## config.mk

```make
export PLATFORM = sky130hd
export DESIGN_NAME = channel_combiner_flat
export DESIGN_NICKNAME = d
export VERILOG_FILES = /design/src/verilog/beamform_pkg.sv /design/src/verilog/beam_beat_if.sv /design/src/verilog/channel_combiner.sv /design/src/flat_wrapper.sv
export VERILOG_INCLUDE_DIRS = /design/src /design/src/verilog
export SDC_FILE = /design/constraint.sdc
export NUM_CORES = 2
export LEC_CHECK = 0
export CAP_MARGIN = 20
export CORE_AREA = 3 3 508 510
export CTS_CLUSTER_DIAMETER = 80
export DETAILED_ROUTE_END_ITERATION = 8
export DIE_AREA = 0 0 511 513
export DONT_BUFFER_PORTS = 1
export PLACE_DENSITY_LB_ADDON = 0.15
export REMOVE_ABC_BUFFERS = 1
export SLEW_MARGIN = 20
export SYNTH_ARGS = -nofsm -noshare
export SYNTH_HDL_FRONTEND = slang
export SYNTH_SLANG_ARGS = --single-unit
```

## constraint.sdc

```tcl
create_clock -name clock -period 8 [get_ports clock]
set_input_delay 0.8 -clock clock [delete_from_list [all_inputs] [get_ports clock]]
set_output_delay 0.8 -clock clock [all_outputs]
set_load 0.02 [all_outputs]
```

## src/verilog/beamform_settings.svh

```systemverilog
/* widths, counts and shifts of the four-channel beamforming combiner
   included by the package and by every module that sizes logic from these values */
`ifndef BEAMFORM_SETTINGS_SVH
`define BEAMFORM_SETTINGS_SVH

// one signed sample and one signed weight part
`define BF_SAMPLE_W   16
`define BF_WEIGHT_W   8

// samples per channel in a beat, and antenna channels per beat
`define BF_LANES      8
`define BF_CHANNELS   4

// weights are fractions with this many bits after the binary point
`define BF_FRAC_SHIFT 7
// averaging shift after summing the channels, log2 of BF_CHANNELS
`define BF_SUM_SHIFT  2

// default number of weighted beats held between weighting and combining
`define BF_FIFO_DEPTH 4

`endif

```

## src/verilog/beamform_pkg.sv

```systemverilog
/* vector types of the beamforming combiner, shared by the RTL and the testbench
   channel c, lane l of a chan_vec_t sits at bits (c*BF_LANES + l)*BF_SAMPLE_W upward */
`default_nettype none

package beamform_pkg;

`include "beamform_settings.svh"

    // one signed sample of a real or imaginary part
    typedef logic signed [`BF_SAMPLE_W-1:0] sample_t;
    // one signed weight part, value/128 is the applied gain
    typedef logic signed [`BF_WEIGHT_W-1:0] weight_t;
    // full-precision product of a sample and a weight part
    typedef logic signed [`BF_SAMPLE_W+`BF_WEIGHT_W-1:0] product_t;
    // sum of one lane over all channels, two guard bits for four channels
    typedef logic signed [`BF_SAMPLE_W+1:0] acc_t;

    // the lanes of one channel's real or imaginary part
    typedef logic [`BF_LANES*`BF_SAMPLE_W-1:0] lane_vec_t;
    // one part of every channel, channel 0 in the low bits
    typedef logic [`BF_CHANNELS*`BF_LANES*`BF_SAMPLE_W-1:0] chan_vec_t;
    // one weight part per channel, channel 0 in the low byte
    typedef logic [`BF_CHANNELS*`BF_WEIGHT_W-1:0] weight_vec_t;

endpackage

`default_nettype wire

```

## src/verilog/beam_beat_if.sv

```systemverilog
/* valid/ready link carrying one weighted beat of all channels between the internal blocks
   the source drives the beat, the sink drives ready, monitor only observes */
`timescale 1ns/1ps
`default_nettype none

interface beam_beat_if;

    // a beat moves on an edge where valid and ready are both high
    logic valid;
    logic ready;
    logic last;

    // beats the source has accepted but not yet presented, used by the sink's room test
    logic [1:0] in_flight;

    // real and imaginary parts of every channel and lane
    beamform_pkg::chan_vec_t re;
    beamform_pkg::chan_vec_t im;

    modport source (
        output valid, last, re, im, in_flight,
        input  ready
    );

    modport sink (
        input  valid, last, re, im, in_flight,
        output ready
    );

    modport monitor (
        input valid, ready, last, re, im, in_flight
    );

endinterface

`default_nettype wire

```

## src/verilog/channel_combiner.sv

```systemverilog
/* consumer of the beamformer: averages the four weighted channels lane by lane
   one output register, loaded when empty or when its beat is taken on the same edge */
`timescale 1ns/1ps
`default_nettype none
`include "beamform_settings.svh"

module channel_combiner (
    input  wire                       clock,
    input  wire                       resetn,
    beam_beat_if.sink                 cb,
    output logic                      out_valid,
    input  wire                       out_ready,
    output logic                      out_last,
    output beamform_pkg::lane_vec_t   out_re,
    output beamform_pkg::lane_vec_t   out_im
);

    // channel average of the head beat, ready to be registered
    beamform_pkg::lane_vec_t avg_re;
    beamform_pkg::lane_vec_t avg_im;
    logic                    load;

    // the register can take a new beat if it is empty or being emptied now
    assign cb.ready = !out_valid || out_ready;
    assign load = cb.valid && cb.ready;

    // each lane sums at 18 bits, the shift by 2 then always fits a sample again
    always_comb begin
        beamform_pkg::acc_t acc_re;
        beamform_pkg::acc_t acc_im;
        avg_re = '0;
        avg_im = '0;
        for (int l = 0; l < `BF_LANES; l++) begin
            acc_re = '0;
            acc_im = '0;
            for (int c = 0; c < `BF_CHANNELS; c++) begin
                acc_re = acc_re + beamform_pkg::acc_t'(beamform_pkg::sample_t'(
                    cb.re[(c*`BF_LANES + l)*`BF_SAMPLE_W +: `BF_SAMPLE_W]));
                acc_im = acc_im + beamform_pkg::acc_t'(beamform_pkg::sample_t'(
                    cb.im[(c*`BF_LANES + l)*`BF_SAMPLE_W +: `BF_SAMPLE_W]));
            end
            avg_re[l*`BF_SAMPLE_W +: `BF_SAMPLE_W] =
                beamform_pkg::sample_t'(acc_re >>> `BF_SUM_SHIFT);
            avg_im[l*`BF_SAMPLE_W +: `BF_SAMPLE_W] =
                beamform_pkg::sample_t'(acc_im >>> `BF_SUM_SHIFT);
        end
    end

    // while out_ready is low nothing here changes, so the sink sees a steady beat
    always_ff @(posedge clock) begin
        if (!resetn) begin
            out_valid <= 1'b0;
            out_last  <= 1'b0;
        end else if (cb.ready) begin
            out_valid <= cb.valid;
            out_last  <= cb.valid && cb.last;
        end
    end

    always_ff @(posedge clock) begin
        if (load) begin
            out_re <= avg_re;
            out_im <= avg_im;
        end
    end

    // a beat that is offered and not taken stays valid and unchanged
    a_hold_on_stall: assert property (@(posedge clock) disable iff (!resetn)
        (out_valid && !out_ready) |=> (out_valid && $stable({out_re, out_im, out_last})));

endmodule

`default_nettype wire

```

## src/flat_wrapper.sv

```systemverilog
// flat-port wrapper written by rule: the top's interface ports become plain ports
module channel_combiner_flat 
  (clock, resetn, out_valid, out_ready, out_last, out_re, out_im, cb_valid, cb_last, cb_re, cb_im, cb_in_flight, cb_ready);
  beam_beat_if cb_i ();
  input  wire clock;
  input  wire resetn;
  output logic out_valid;
  input  wire out_ready;
  output logic out_last;
  output beamform_pkg::lane_vec_t out_re;
  output beamform_pkg::lane_vec_t out_im;
  input wire logic [$bits(cb_i.valid)-1:0] cb_valid;
  input wire logic [$bits(cb_i.last)-1:0] cb_last;
  input wire logic [$bits(cb_i.re)-1:0] cb_re;
  input wire logic [$bits(cb_i.im)-1:0] cb_im;
  input wire logic [$bits(cb_i.in_flight)-1:0] cb_in_flight;
  output wire logic [$bits(cb_i.ready)-1:0] cb_ready;
  assign cb_i.valid = cb_valid;
  assign cb_i.last = cb_last;
  assign cb_i.re = cb_re;
  assign cb_i.im = cb_im;
  assign cb_i.in_flight = cb_in_flight;
  assign cb_ready = cb_i.ready;
  channel_combiner u_core (.clock(clock), .resetn(resetn), .cb(cb_i), .out_valid(out_valid), .out_ready(out_ready), .out_last(out_last), .out_re(out_re), .out_im(out_im));
endmodule
```

==> flow_metrics.py <==
metrics = {
    "sta": {
        "finalHoldViolCount": 0,
        "setup_tns_ps": 0,
        "slew_viol_final": 0,
        "setup_viol": 0,
        "relSlewSlack_pct": 29.5,
        "skew_ps": 24.5,
        "finalCriticalPeriod_ps": 4420,
        "fin_crit_sh_pct": 55.2,
        "worst_pin_slew_ps": 1050,
        "setup_ws_ps": 3580,
        "fmax_mhz": 226,
        "rsz0062_at_grt": "false",
    },
    "placed_design": {
        "pre_cts_ws_ps": 2660,
        "dp_hpwl_mm": 136,
        "gp_congestion": 0.872,
        "port_buffers": 0,
    },
    "power": {
        "swShare_pct": 46.7,
        "p_switching_mw": 5.59,
        "p_int_mw": 6.37,
        "leakage_nw": 20.3,
        "p_clk_share_pct": 21.6,
        "seqPwrFrac_pct": 32.5,
        "pwr_density_cell_mw_per_mm2": 293,
        "peakVddDrop_mv": 0.158,
        "comb_power_share_pct": 46.0,
    },
    "finish": {
        "layout-area-overhead-vs-synth_pct": 18.0,
        "drive_gt1_share_pct": 2.99,
        "fin_nets": 5561,
        "utilization_pct": 16.0,
    },
    "floorplanning": {
        "start_util_pct": 13.6,
        "io-pin-count": 1290,
        "die_w_um": 511,
        "core.rowCount": 185,
        "die_h_um": 513,
        "core_area_sq_mm": 0.254,
        "die_area_sq_mm": 0.262,
    },
    "clock_network": {
        "clkLatencyLatePin_ps": 700,
        "cts_resized": 0,
        "hold_buffers": 0,
        "cts-root-buf": "clkbuf_16",
        "cts_buffers": 56,
        "cts_tree": "yes",
        "cts_sinks": 258,
        "clock_path_buffers": 3,
        "post-cts-setup-buffer-count": 0,
        "path_clk_slew_ps": 50,
        "cts-htree-levels": 2,
    },
    "worst_setup_path": {
        "slowest_delay_ps": 750,
        "path_max_fanout": 3,
        "slowest_stage": "a2111oi_1",
        "cp-end-kind": "flip-flop",
        "r2r_cells": 4,
        "cp_common_cell": "fa_1",
        "start_kind": "input pin",
        "critPathArrivalTime_ps": 4830,
        "crit_family": "compound AO/OA/AOI/OAI gates",
        "cp.required_ps": 8410,
        "cp_cell_sequence": "inv_1 > fa_1 > inv_1 > fa_1 > nand2_1 > nor2_1 > fa_1 > a21oi_1 > o21bai_1 > a2111oi_1 > o31ai_1 > a21oi_1 > o21ai_0 > xor2_1",
        "path_buf_inv": 2,
        "critPathKind": "input pin to flip-flop",
        "cp_num_cells": 14,
    },
    "drt": {
        "num_vias": 23851,
        "drc_errors": 0,
        "drt_iter0_markers": 885,
        "detail_route.vias_per_cell": 3.32,
        "wirelength_mm": 150,
        "dr.pass1.iters": 5,
        "avgRoutedWirePerCell_um": 20.9,
        "detail-route-antenna-nets": 0,
    },
    "synth": {
        "synth-edff-count": 256,
        "postSynthAreaPerCell_sq_um": 9.30,
        "synth_cells": 3713,
        "async_reset_ff_share_pct": 0,
        "syn_area_sq_mm": 0.0345,
        "synth_area_leaders": "fa_1, edfxtp_1, inv_1, ha_1, xnor2_1",
        "synth_cell_types": 67,
        "ys_warn_count": 0,
        "yosysSeqAreaShare_pct": 22.4,
        "yosys.area.top_type_share_pct": 30.6,
        "yosys_most_used_dff": "edfxtp_1",
        "synth_area_leader_cell": "fa_1",
        "synth_seq_cells": 258,
    },
    "outcome": {
        "status": "finished clean",
    },
    "global_route": {
        "gr-total-overflow": 0,
        "grt_util_all_layers_pct": 11.2,
        "antenna_found_initial": 37,
        "grt_pass1_vias": 27281,
        "grt_max_degree": 106,
        "grt_pass1_wl_mm": 207,
    },
    "min_path": {
        "hold_class": "input pin to flip-flop",
        "holdPathStages": 1,
    },
    "flow_run": {
        "cap_violations": 0,
    },
}
[cells in the mapped netlist, types with 25 or more instances]
cell type	n
a31oi_1	30
nor2_1	107
o21ai_0	68
o21a_1	25
a21o_1	89
ha_1	240
nand2b_1	27
xor2_1	78
nand3_1	36
fa_1	528
xnor2_1	157
edfxtp_1	256
inv_1	1504
a21oi_1	192
nand2_1	89
[power groups by stage]
stage	Combinational, mW	Sequential [mW]	Clock [mW]
4_1_cts	5.68	3.97	2.76
5_1_grt	6.30	4.05	2.80
3_5_place_dp	5.64	3.97	0
3_3_place_gp	5.64	4.01	0
2_1_floorplan	3.97	3.31	0
6_report	5.50	3.88	2.58
[metal layers]
layer  track usage, %  vias up  part of all wire, %
li1                 -    11249                    -
met1             12.8    11635                   39
met2             18.2      824                   46
met3             6.19      127                   12
met4             2.90       16                  2.1
met5                0        -                0.067
[per-stage QoR]
| step | hold WS, ps | power [mW] | instances | area [sq um] |
|---|---|---|---|---|
| 2_1_floorplan | 536 | 7.28 | 3699 | 34500 |
| 3_3_place_gp | 770 | 9.66 | 7070 | 38700 |
| 3_5_place_dp | 762 | 9.61 | 7070 | 38700 |
| 4_1_cts | 123 | 12.4 | 7173 | 40700 |
| 5_1_grt | 154 | 13.2 | 7183 | 40700 |
| 6_report | 242 | 12.0 | 7185 | 40800 |
[cells by family after synthesis]
group | count (synthesis) | synth area share, %
AOI/OAI and AO/OA | 543 | 10.1
xor gates and xnor gates | 235 | 5.96
adders and majority gates | 768 | 39.3
buffers and inverters | 1518 | 16.5
DFF | 258 | 22.4
muxes | 5 | 0.152
and+or+nand+nor | 386 | 5.55
[state kept, by name (all words and copies together) (netlist names)]
signal,flops
u_core.out_re,128
u_core.out_im,128
u_core.out_valid,1
u_core.out_last,1
[path summary, 6_finish.rpt]
kind / slack (ps) / startpoint / to
max: 3580 / cb_im[113] / u_core.out_im[125]$_DFFE_PP_
min: 240 / resetn / u_core.out_valid$_SDFFE_PN0N_
min reg2reg: 760 / u_core.out_valid$_SDFFE_PN0N_ / u_core.out_last$_SDFFE_PN0N_
max reg2reg: 5400 / u_core.out_valid$_SDFFE_PN0N_ / u_core.out_re[121]$_DFFE_PP_
[final cells by class]
class                           instances  area, sq um
Inverter                             1504         5650
Clock inverter                         41          551
Multi-Input combinational cell       1937        21100
Antenna cell                           12         30.0
Sequential cell                       258         7730
Tap cell                             3366         4210
Timing Repair Buffer                    5         62.6
Clock buffer                           62         1420
Fill cell                           28813       213000
[cell usage in the layout, fill, tap and decap left out, types with 5 or more instances in the layout]
master and count:
a211oi_1 21, a21boi_0 7, a21o_1 89, a21oi_1 192, a221oi_1 6, a31o_2 7
a31oi_1 30, and3_1 18, bufinv_16 11, clkbuf_1 6, clkbuf_16 56, clkinv_1 8
clkinv_2 11, diode_2 12, edfxtp_1 256, fa_1 528, ha_1 240, inv_1 1504
nand2_1 89, nand2b_1 27, nand3_1 36, nand4_1 18, nand4b_1 12, nor2_1 107
nor2b_1 16, nor3_1 23, o211ai_1 14, o21a_1 25, o21ai_0 68, o21bai_1 22
o221ai_1 5, o31ai_1 14, or2_2 7, or3_1 10, xnor2_1 157, xor2_1 78
Power figures use the tool's default switching activity.
